File: config.mk
export PLATFORM = sky130hd
export DESIGN_NAME = operand_supply_top
export DESIGN_NICKNAME = d
export VERILOG_FILES = /design/src/verilog/rv_operand_pkg.sv /design/src/verilog/operand_supply_top.sv /design/src/verilog/decode_issue.sv /design/src/verilog/forwarding_select_unit.sv /design/src/verilog/hazard_stall_unit.sv /design/src/verilog/register_file.sv
export SDC_FILE = /design/constraint.sdc
export NUM_CORES = 2
export LEC_CHECK = 0
export BUFFER_PORTS_ARGS = -buffer_cell sky130_fd_sc_hd__buf_2
export CAP_MARGIN = 20
export CORE_ASPECT_RATIO = 1.4
export CORE_MARGIN = 1.5
export CORE_UTILIZATION = 45
export DETAILED_ROUTE_END_ITERATION = 8
export PLACE_DENSITY = 0.59
export SLEW_MARGIN = 20
export SYNTH_ARGS = -nofsm -noshare
export SYNTH_HDL_FRONTEND = slang
export SYNTH_SLANG_ARGS = --single-unit
export TNS_END_PERCENT = 10
File: constraint.sdc
create_clock -name clk -period 5.4 [get_ports clk]
set_input_delay 0.54 -clock clk [delete_from_list [all_inputs] [get_ports clk]]
set_output_delay 0.54 -clock clk [all_outputs]
set_load 0.02 [all_outputs]
File: src/verilog/rv_operand_pkg.sv
// shared types and encodings for the decode-stage operand supply, imported by every block
package rv_operand_pkg;

    // default data width, overridden only through the top-level parameter
    localparam int XLEN = 32;

    typedef logic [4:0] reg_addr_t;

    // writeback source of a pipeline stage
    typedef enum logic [1:0] {
        wb_none          = 2'd0,
        wb_alu_out       = 2'd1,
        wb_mem_read_data = 2'd2,
        wb_pc_plus4      = 2'd3
    } wb_sel_e;

    // operand 2 source chosen by the control decoder
    typedef enum logic [2:0] {
        op2_rs2   = 3'd0,
        op2_i_imm = 3'd1,
        op2_s_imm = 3'd2,
        op2_u_imm = 3'd3,
        op2_zero  = 3'd4
    } op2_sel_e;

    // where a decode operand is taken from
    typedef enum logic [1:0] {
        fwd_none        = 2'd0,
        fwd_exe_alu_out = 2'd1,
        fwd_mem_result  = 2'd2,
        fwd_wb_data     = 2'd3
    } fwd_sel_e;

    typedef struct packed {
        logic [6:0] funct7;
        reg_addr_t  rs2;
        reg_addr_t  rs1;
        logic [2:0] funct3;
        reg_addr_t  rd;
        logic [6:0] opcode;
    } r_view_t;

    // store layout, rd bits carry the low immediate
    typedef struct packed {
        logic [6:0] imm_hi;
        reg_addr_t  rs2;
        reg_addr_t  rs1;
        logic [2:0] funct3;
        logic [4:0] imm_lo;
        logic [6:0] opcode;
    } s_view_t;

    // same instruction word, two decodings
    typedef union packed {
        r_view_t r_view;
        s_view_t s_view;
    } instr_u;

    // writeback claim reported by exe, mem or wb
    typedef struct packed {
        reg_addr_t wr_addr;
        logic      wr_en;
        wb_sel_e   wb_sel;
    } stage_wr_t;

    typedef struct packed {
        instr_u   instr;
        logic     wr_en;
        wb_sel_e  wb_sel;
        op2_sel_e op2_sel;
    } dec_ctrl_t;

    typedef struct packed {
        fwd_sel_e op1_sel;
        fwd_sel_e op2_sel;
        fwd_sel_e rs2_sel;
    } fwd_t;

    // bundle handed to the execute stage
    typedef struct packed {
        logic            valid;
        logic [XLEN-1:0] op1;
        logic [XLEN-1:0] op2;
        logic [XLEN-1:0] store_data;
        reg_addr_t       rd;
        logic            wr_en;
        wb_sel_e         wb_sel;
    } issue_t;

endpackage
File: src/verilog/operand_supply_top.sv
// decode-stage operand supply top, wiring register file, hazard, bypass and issue blocks
module operand_supply_top #(
    parameter int XLEN = rv_operand_pkg::XLEN
) (
    input  logic                      clk,
    input  logic                      arst_n,
    input  rv_operand_pkg::instr_u    if_instr,
    input  rv_operand_pkg::dec_ctrl_t dec,
    input  rv_operand_pkg::stage_wr_t exe_wr,
    input  rv_operand_pkg::stage_wr_t mem_wr,
    input  rv_operand_pkg::stage_wr_t wb_wr,
    input  logic [XLEN-1:0]           exe_alu_out,
    input  logic [XLEN-1:0]           mem_result,
    input  logic [XLEN-1:0]           wb_data,
    input  logic                      branch_taken,
    output logic                      pc_write_en,
    output logic                      if_kill,
    output rv_operand_pkg::issue_t    issue
);
    import rv_operand_pkg::*;

    logic [XLEN-1:0] rs1_data;
    logic [XLEN-1:0] rs2_data;
    logic            dec_kill;
    fwd_t            fwd;

    register_file #(
        .XLEN(XLEN)
    ) i_register_file (
        .clk     (clk),
        .arst_n  (arst_n),
        .rs1_addr(dec.instr.r_view.rs1),
        .rs2_addr(dec.instr.r_view.rs2),
        .wr      (wb_wr),
        .wr_data (wb_data),
        .rs1_data(rs1_data),
        .rs2_data(rs2_data)
    );

    hazard_stall_unit i_hazard_stall_unit (
        .if_instr    (if_instr),
        .dec         (dec),
        .branch_taken(branch_taken),
        .pc_write_en (pc_write_en),
        .if_kill     (if_kill),
        .dec_kill    (dec_kill)
    );

    forwarding_select_unit i_forwarding_select_unit (
        .dec   (dec),
        .exe_wr(exe_wr),
        .mem_wr(mem_wr),
        .wb_wr (wb_wr),
        .fwd   (fwd)
    );

    decode_issue #(
        .XLEN(XLEN)
    ) i_decode_issue (
        .clk        (clk),
        .arst_n     (arst_n),
        .dec        (dec),
        .fwd        (fwd),
        .rs1_data   (rs1_data),
        .rs2_data   (rs2_data),
        .exe_alu_out(exe_alu_out),
        .mem_result (mem_result),
        .wb_data    (wb_data),
        .dec_kill   (dec_kill),
        .issue      (issue)
    );

endmodule

File: src/verilog/decode_issue.sv
// builds and registers the execute-stage issue bundle from reads, bypasses and immediates
module decode_issue #(
    parameter int XLEN = rv_operand_pkg::XLEN
) (
    input  logic                      clk,
    input  logic                      arst_n,
    input  rv_operand_pkg::dec_ctrl_t dec,
    input  rv_operand_pkg::fwd_t      fwd,
    input  logic [XLEN-1:0]           rs1_data,
    input  logic [XLEN-1:0]           rs2_data,
    input  logic [XLEN-1:0]           exe_alu_out,
    input  logic [XLEN-1:0]           mem_result,
    input  logic [XLEN-1:0]           wb_data,
    input  logic                      dec_kill,
    output rv_operand_pkg::issue_t    issue
);
    import rv_operand_pkg::*;

    logic [XLEN-1:0] i_imm;
    logic [XLEN-1:0] s_imm;
    logic [XLEN-1:0] u_imm;
    logic [XLEN-1:0] op1_val;
    logic [XLEN-1:0] rs2_val;
    logic [XLEN-1:0] store_val;
    issue_t          issue_d;

    // one bypass mux shared by all three operands
    function automatic logic [XLEN-1:0] bypass(
        input fwd_sel_e        sel,
        input logic [XLEN-1:0] reg_val,
        input logic [XLEN-1:0] exe_val,
        input logic [XLEN-1:0] mem_val,
        input logic [XLEN-1:0] wb_val
    );
        case (sel)
            fwd_exe_alu_out: return exe_val;
            fwd_mem_result:  return mem_val;
            fwd_wb_data:     return wb_val;
            default:         return reg_val;
        endcase
    endfunction

    // I from funct7:rs2, S from the split store fields, U from the upper bits
    assign i_imm = {{(XLEN-12){dec.instr.r_view.funct7[6]}},
                    dec.instr.r_view.funct7, dec.instr.r_view.rs2};
    assign s_imm = {{(XLEN-12){dec.instr.s_view.imm_hi[6]}},
                    dec.instr.s_view.imm_hi, dec.instr.s_view.imm_lo};
    assign u_imm = {{(XLEN-32){dec.instr.r_view.funct7[6]}},
                    dec.instr.r_view.funct7, dec.instr.r_view.rs2,
                    dec.instr.r_view.rs1, dec.instr.r_view.funct3, 12'b0};

    assign op1_val   = bypass(fwd.op1_sel, rs1_data, exe_alu_out, mem_result, wb_data);
    assign rs2_val   = bypass(fwd.op2_sel, rs2_data, exe_alu_out, mem_result, wb_data);
    assign store_val = bypass(fwd.rs2_sel, rs2_data, exe_alu_out, mem_result, wb_data);

    always_comb begin
        issue_d.valid      = !dec_kill;
        issue_d.op1        = op1_val;
        issue_d.store_data = store_val;
        issue_d.rd         = dec.instr.r_view.rd;
        issue_d.wr_en      = dec.wr_en;
        issue_d.wb_sel     = dec.wb_sel;
        case (dec.op2_sel)
            op2_rs2:   issue_d.op2 = rs2_val;
            op2_i_imm: issue_d.op2 = i_imm;
            op2_s_imm: issue_d.op2 = s_imm;
            op2_u_imm: issue_d.op2 = u_imm;
            default:   issue_d.op2 = '0;
        endcase
    end

    always_ff @(posedge clk or negedge arst_n) begin
        if (!arst_n) begin
            issue <= '0;
        end else begin
            issue <= issue_d;
        end
    end

endmodule

File: src/verilog/forwarding_select_unit.sv
// picks the bypass source for operand 1, operand 2 and store data by stage age
module forwarding_select_unit (
    input  rv_operand_pkg::dec_ctrl_t dec,
    input  rv_operand_pkg::stage_wr_t exe_wr,
    input  rv_operand_pkg::stage_wr_t mem_wr,
    input  rv_operand_pkg::stage_wr_t wb_wr,
    output rv_operand_pkg::fwd_t      fwd
);
    import rv_operand_pkg::*;

    reg_addr_t dec_rs1;
    reg_addr_t dec_rs2;
    logic      dec_has_rs2;
    logic      dec_is_store;

    logic exe_is_arith;
    logic mem_is_arith;
    logic wb_is_arith;
    logic mem_is_load;
    logic wb_is_load;

    // candidate producers, x0 never forwards
    logic exe_ok;
    logic mem_ok;
    logic wb_ok;

    assign dec_rs1      = dec.instr.r_view.rs1;
    assign dec_rs2      = dec.instr.r_view.rs2;
    assign dec_has_rs2  = (dec.op2_sel == op2_rs2);
    assign dec_is_store = (dec.op2_sel == op2_s_imm);

    assign exe_is_arith = exe_wr.wr_en && (exe_wr.wb_sel == wb_alu_out);
    assign mem_is_arith = mem_wr.wr_en && (mem_wr.wb_sel == wb_alu_out);
    assign wb_is_arith  = wb_wr.wr_en && (wb_wr.wb_sel == wb_alu_out);
    assign mem_is_load  = mem_wr.wr_en && (mem_wr.wb_sel == wb_mem_read_data);
    assign wb_is_load   = wb_wr.wr_en && (wb_wr.wb_sel == wb_mem_read_data);

    // exe load data is not ready yet, so only arithmetic counts there
    assign exe_ok = exe_is_arith && (exe_wr.wr_addr != '0);
    assign mem_ok = (mem_is_arith || mem_is_load) && (mem_wr.wr_addr != '0);
    assign wb_ok  = (wb_is_arith || wb_is_load) && (wb_wr.wr_addr != '0);

    always_comb begin
        if (exe_ok && (exe_wr.wr_addr == dec_rs1)) begin
            fwd.op1_sel = fwd_exe_alu_out;
        end else if (mem_ok && (mem_wr.wr_addr == dec_rs1)) begin
            fwd.op1_sel = fwd_mem_result;
        end else if (wb_ok && (wb_wr.wr_addr == dec_rs1)) begin
            fwd.op1_sel = fwd_wb_data;
        end else begin
            fwd.op1_sel = fwd_none;
        end
    end

    // a store keeps op2 on the S immediate, its data goes through rs2_sel
    always_comb begin
        fwd.op2_sel = fwd_none;
        fwd.rs2_sel = fwd_none;
        if (dec_has_rs2 && exe_ok && (exe_wr.wr_addr == dec_rs2)) begin
            fwd.op2_sel = fwd_exe_alu_out;
        end else if ((dec_has_rs2 || dec_is_store) && mem_ok &&
                     (mem_wr.wr_addr == dec_rs2)) begin
            if (dec_is_store) begin
                fwd.rs2_sel = fwd_mem_result;
            end else begin
                fwd.op2_sel = fwd_mem_result;
            end
        end else if ((dec_has_rs2 || dec_is_store) && wb_ok &&
                     (wb_wr.wr_addr == dec_rs2)) begin
            if (dec_is_store) begin
                fwd.rs2_sel = fwd_wb_data;
            end else begin
                fwd.op2_sel = fwd_wb_data;
            end
        end
    end

endmodule

File: src/verilog/hazard_stall_unit.sv
// load-use stall and branch flush control for the fetch and decode stages
module hazard_stall_unit (
    input  rv_operand_pkg::instr_u    if_instr,
    input  rv_operand_pkg::dec_ctrl_t dec,
    input  logic                      branch_taken,
    output logic                      pc_write_en,
    output logic                      if_kill,
    output logic                      dec_kill
);
    import rv_operand_pkg::*;

    logic      dec_is_load;
    reg_addr_t dec_rd;
    logic      load_use;

    assign dec_rd      = dec.instr.r_view.rd;
    assign dec_is_load = dec.wr_en && (dec.wb_sel == wb_mem_read_data);

    // rs2 field compared even for I/U forms, a harmless extra stall
    assign load_use = dec_is_load && (dec_rd != '0) &&
                      ((dec_rd == if_instr.r_view.rs1) ||
                       (dec_rd == if_instr.r_view.rs2));

    always_comb begin
        if (branch_taken) begin
            // flush both younger stages
            pc_write_en = 1'b1;
            if_kill     = 1'b1;
            dec_kill    = 1'b1;
        end else if (load_use) begin
            // hold pc, bubble into decode next cycle
            pc_write_en = 1'b0;
            if_kill     = 1'b1;
            dec_kill    = 1'b0;
        end else begin
            pc_write_en = 1'b1;
            if_kill     = 1'b0;
            dec_kill    = 1'b0;
        end
    end

endmodule

File: src/verilog/register_file.sv
// integer register file with two combinational reads and one clocked write port from writeback
module register_file #(
    parameter int XLEN = rv_operand_pkg::XLEN
) (
    input  logic                     clk,
    input  logic                     arst_n,
    input  rv_operand_pkg::reg_addr_t rs1_addr,
    input  rv_operand_pkg::reg_addr_t rs2_addr,
    input  rv_operand_pkg::stage_wr_t wr,
    input  logic [XLEN-1:0]          wr_data,
    output logic [XLEN-1:0]          rs1_data,
    output logic [XLEN-1:0]          rs2_data
);

    // x0 has no storage
    logic [XLEN-1:0] regs [1:31];
    logic            wr_fire;

    assign wr_fire = wr.wr_en && (wr.wr_addr != '0);

    always_ff @(posedge clk or negedge arst_n) begin
        if (!arst_n) begin
            for (int i = 1; i < 32; i++) begin
                regs[i] <= '0;
            end
        end else if (wr_fire) begin
            regs[wr.wr_addr] <= wr_data;
        end
    end

    // reads see the old value during a write, wb forwarding covers that
    always_comb begin
        if (rs1_addr == '0) begin
            rs1_data = '0;
        end else begin
            rs1_data = regs[rs1_addr];
        end
        if (rs2_addr == '0) begin
            rs2_data = '0;
        end else begin
            rs2_data = regs[rs2_addr];
        end
    end

endmodule

==> After elaboration in Yosys (flattened, before gate mapping) <==
Index checks and enable logic that the tools add are counted.
{ "totals": {"regBits": 1097, "inputBits": 193, "out_inout_bits": 107, "word_cells": 136} }
{ "classes": {"order_cmp": 4, "eq_ne": 26, "n_mux": 31, "bitwise_logic": 3, "reduce_logical": 34} }
{ "op_table": {"columns": ["operator", "n"], "rows": [
  ["bitwise mux 992 bit", 1],
  ["binary-select mux 32 bit (select 5 bit)", 2],
  ["case mux 32 bit (3 select lines)", 3],
  ["two-way mux 32 bit", 7],
  ["demux 32 bit (select 5 bit)", 1],
  ["case mux 32 bit (4 select lines)", 1],
  ["equality test 5 bit", 8],
  ["logical AND 1 bit", 22],
  ["nonzero test 5 bit", 4],
  ["equality test 2 bit (second input constant)", 9],
  ["greater-or-equal comparator 6 bit (second input constant)", 3],
  ["two-way mux 2 bit", 9],
  ["NOT 5 -> 6 bit", 3],
  ["equality test 2 x 1 -> 1 bit (second input constant)", 6],
  ["logical NOT 5 bit", 2],
  ["two-way mux 4 bit", 2],
  ["equality test 3 x 2 -> 1 bit (second input constant)", 2],
  ["less-than comparator 6 x 1 -> 1 bit (second input constant)", 1],
  ["two-way mux 1 bit", 5],
  ["logical OR 1 bit", 4],
  ["equality test 3 x 1 -> 1 bit (second input constant)", 1],
  ["logical NOT 3 bit", 1],
  ["logical NOT 1 bit", 1]
]} }

==> Depth between registers and ports, before layout <==
{ "logic_depth": {"ltp_word": 12, "ltp_mapped": 11, "mapped_depth_nobuf": 6} }

==> Modules after synthesis <==
Synthesis repeated with hierarchy kept, for this count alone.
{ "unflattened": {"hier_cells": 4553, "hier_area_um2": 59783.6} }
{ "by_module_without_submodules": {"columns": ["module", "instances", "cells_each", "area_per_inst_um2", "seq_area_each_um2"], "rows": [
  ["register_file", 1, 4066, 53385.0, 24823.8],
  ["decode_issue", 1, 398, 5725.5, 2627.5],
  ["forwarding_select_unit", 1, 67, 513.0, 0.0],
  ["hazard_stall_unit", 1, 22, 160.2, 0.0]
]} }

==> Worst setup path after synthesis <==
No wires, ideal clock.
{ "synth_timing": {"path_kind": "input-to-reg", "startpoint": "in dec[22] (netlist name)", "endpoint": "reg i_decode_issue.issue[102] (netlist name)", "setup_time_ns": 0.130, "t_arrival_ns": 2.433, "required_time_ns": 5.270, "slack_ns": 2.837, "stages": 8, "n_path_buf": 4, "cell_sequence": "buf_4 buf_2 clkbuf_1 buf_2 mux4_2 mux4_2 mux2i_1 o22ai_2"} }
{ "synth_rtl": {"columns": ["item", "line_no", "text"], "rows": [
  ["start: declaration", "operand_supply_top.sv:8", "input rv_operand_pkg::dec_ctrl_t dec,"]
]} }

==> Final worst setup path <==
{ "layout_timing": {"startpoint": "in dec[14] (netlist name)", "endpoint": "out if_kill"} }
{ "layout_via": {"elab_chain_cells": 5, "elab_cells_between_ends": 8, "classes_between": "eq/ne (2); mux (2); reduce/logical (4)"} }
{ "layout_lines": {"columns": ["item", "line_no", "text"], "rows": [
  ["equality test 5 bit, or another cell as far along", "hazard_stall_unit.sv:21", "((dec_rd == if_instr.r_view.rs1) ||"],
  ["logical OR 1 bit / logical AND 1 bit (equally long branches)", "hazard_stall_unit.sv:21, hazard_stall_unit.sv:20", null],
  ["logical AND 1 bit (*)", "hazard_stall_unit.sv:20", "assign load_use = dec_is_load && (dec_rd != '0) &&"],
  ["two-way mux 1 bit (*)", "hazard_stall_unit.sv:30", "end else if (load_use) begin"],
  ["two-way mux 1 bit (*)", "hazard_stall_unit.sv:25", "if (branch_taken) begin"],
  ["end: declaration", "operand_supply_top.sv:17", "output logic if_kill,"]
]} }
Mark *: on every way between the ends. The rest lies on a longest branch, timed or not.

==> flow_summary.json <==
{
  "synth.area.top_cells": "dfrtp_1 (46%), mux2_2 (20%), mux4_2 (16%)",
  "critPathMaxFanout": 5,
  "final_core_util": 0.508,
  "synth_seq_cells": 1097,
  "fp.dieH_um": 434,
  "synthDistinctLibCells": 69,
  "clock-root-buffer": "clkbuf_16",
  "antenna_found_initial": 11,
  "clock-sinks": 1097,
  "fmax_mhz": 308,
  "vias_per_cell": 6.62,
  "core_um2": 131000,
  "drtIter0Drc": 4034,
  "synth_top_family_by_area": "multiplexers",
  "synth-xor-area-share": 0.00616,
  "endpoint_kind": "output port",
  "yosysTopAreaCellShare": 0.460,
  "critPathKind": "in -> out",
  "critPathMaxStageDelay_ns": 0.53,
  "synth_common_cells": "dfrtp_1 (1097), mux2_2 (1062), mux4_2 (436)",
  "fin_crit_sh": 0.601,
  "power_density_nw_per_um2": 368,
  "routabilityCongestion": 0.868,
  "dp_hpwl_um": 125000,
  "wirelength_um": 210000,
  "grt_usage": 0.312,
  "hp-class": "in -> reg",
  "leakagePower_nw": 29.0,
  "num_vias": 40700,
  "dp_cells": 5915,
  "grt_max_degree": 145,
  "post_cts_buffers": 0,
  "hold_viol": 0,
  "grt_pass1_vias": 41500,
  "drc_errors": 0,
  "min_period_ns": 3.25,
  "outcome": "complete, no violations",
  "yosys.area.top_type": "dfrtp_1",
  "ys_seq_area_frac": 0.460,
  "path_buf_inv": 3,
  "setup_viol": 0,
  "start_kind": "input port",
  "final_area_um2": 66600,
  "area.growth.synth_to_final_pct": 11.7,
  "synth-compound-area-share": 0.0592,
  "dieArea_um2": 135000,
  "rsz0062_at_grt": "no",
  "synth-adder-area-share": 0,
  "netlist_area_um2": 59700,
  "wl_per_cell_um": 34.2,
  "worstPathArrival_ns": 2.71,
  "firstDrtPassIters": 6,
  "grt_pass1_wl_um": 304000,
  "synth_edf_count": 0,
  "maxCapViolations": 0,
  "drv_slew": 0,
  "ant_nets": 0,
  "h-tree-depth": 3,
  "min_path_cells": 3,
  "worst_pin_slew_ns": 1.24,
  "worstRegToRegCells": 6,
  "crit_slowest_cell": "dlygate4sd3_1",
  "slew_headroom": 0.172,
  "overflow": 0,
  "nets": 4481,
  "cts-resized-gates": 0,
  "synth_fp_nets": 4413,
  "rows": 157,
  "cts_buffers": 109,
  "drive_gt1_frac": 0.496,
  "synthSimpleGateAreaFrac": 0.0325,
  "crit_family": "buffers and inverters",
  "synthCells": 4220,
  "clkTransAtPathRegs_ns": 0.06,
  "cts_tree": "yes",
  "die_w_um": 311,
  "ios": 300,
  "synthArstFlopShare": 1.00,
  "worst_path_most_repeated_cell": "buf_2",
  "io_buffers": 270,
  "cts_hold_buffers": 10,
  "ir_drop_mv": 0.290,
  "worstSetupPathDepth": 9,
  "synthMuxAreaShare": 0.403,
  "setup_tns_ns": 0,
  "start_util": 0.455,
  "finalClockSkew_ns": 0.0256,
  "ys.warnings.count": 0,
  "insertion_delay_ns": 0.74,
  "synth_most_common_cell": "dfrtp_1",
  "synth-main-ff-cell": "dfrtp_1",
  "avgSynthCellArea_um2": 14.1,
  "cp.required_ns": 4.86,
  "crit_chain": "dlygate4sd3_1 > buf_2 > xnor2_1 > nand3_1 > nor3_1 > a31oi_1 > a2111oi_0 > or2_2 > buf_2",
  "detailed_place.area_um2": 62600,
  "final_cell_count_no_fill": 6140,
  "cts_buffer_depth": 3
}
[logic make-up after synthesis]
logic type             Yosys count
multiplexers                  1727
AO/OA/AOI/OAI                  477
XOR/XNOR                        42
AND/OR/NAND/NOR                411
flip-flops                    1097
buffers and inverters          466
[sequential cells by signal, indices dropped and copies added (netlist names)]
name / flops
i_register_file.regs: 992
i_decode_issue.issue: 105
[routing by layer]
layer	GRT usage	share of wire	up-vias
li1	-	-	16400
met1	0.408	0.40	22000
met2	0.508	0.48	1842
met3	0.0504	0.074	499
met4	0.150	0.051	8
met5	0	0.00019	-
[cell usage in the layout, fill, tap and decap left out, types with 12 or more instances in the layout]
cell type and instances:
dfrtp_1 1097, mux2_2 1062, mux4_2 436, buf_2 261, mux2i_1 224, nand2_1 116
clkbuf_16 113, buf_4 101, nor2_1 91, o21ai_0 62, a21oi_1 57, o22ai_1 57
a221oi_1 56, nor3_1 49, a22o_1 34, a31oi_1 33, clkinv_2 32, a22oi_1 30
clkbuf_8 29, xnor2_1 26, buf_12 22, a221o_1 20, nand3_1 20, o22ai_2 20
inv_1 19, a211oi_1 18, nor2b_1 17, nor2_4 17, xor2_1 16, and3_1 15
o31ai_1 15, bufinv_16 15, clkbuf_1 14, nand2b_1 12
[worst paths after layout]
path	from	to	slack [ns]
max	dec[14]	if_kill	2.15
min in group asynchronous	arst_n	i_register_file.regs[420]	0.45
max reg2reg	i_register_file.regs[492]	i_decode_issue.issue[84]	2.63
max in group asynchronous	arst_n	i_register_file.regs[144]	3.54
min	dec[20]	i_decode_issue.issue[54]	0.05
min reg2reg	i_register_file.regs[784]	i_register_file.regs[784]	0.51
[worst register-to-register path: cells and delay by family (launching register included)]
kind	cells	cell delay (ns)
and+or+nand+nor	1	0.14
DFF	1	0.40
AOI/OAI and AO/OA	3	0.68
muxes	2	1.40
[through the flow]
step	setup WS (ns)	hold slack (ns)	power, mW
6_report	2.15	0.0543	24.5
5_1_grt	1.95	0.0859	25.5
4_1_cts	2.12	0.00509	24.6
3_5_place_dp	1.55	0.498	16.2
3_3_place_gp	1.59	0.486	16.1
2_1_floorplan	2.84	0.244	14.5
[final cells by class]
type                    count  area [µm²]
inverters                  20        77.6
well taps                1749        2190
flip-flops and latches   1097       27500
clock buffers             155        3270
clock inverters            53         674
repair buffers            403        2760
fillers                 11300       64600
multi-input cells        2657       30200
diodes                      6        15.0
[power breakdown]
group	internal, mW	switching, mW
logic	2.94	2.28
registers	9.80	1.10
clock network	4.92	3.48
total	17.7	6.86
(Power assumes the default switching activity.)
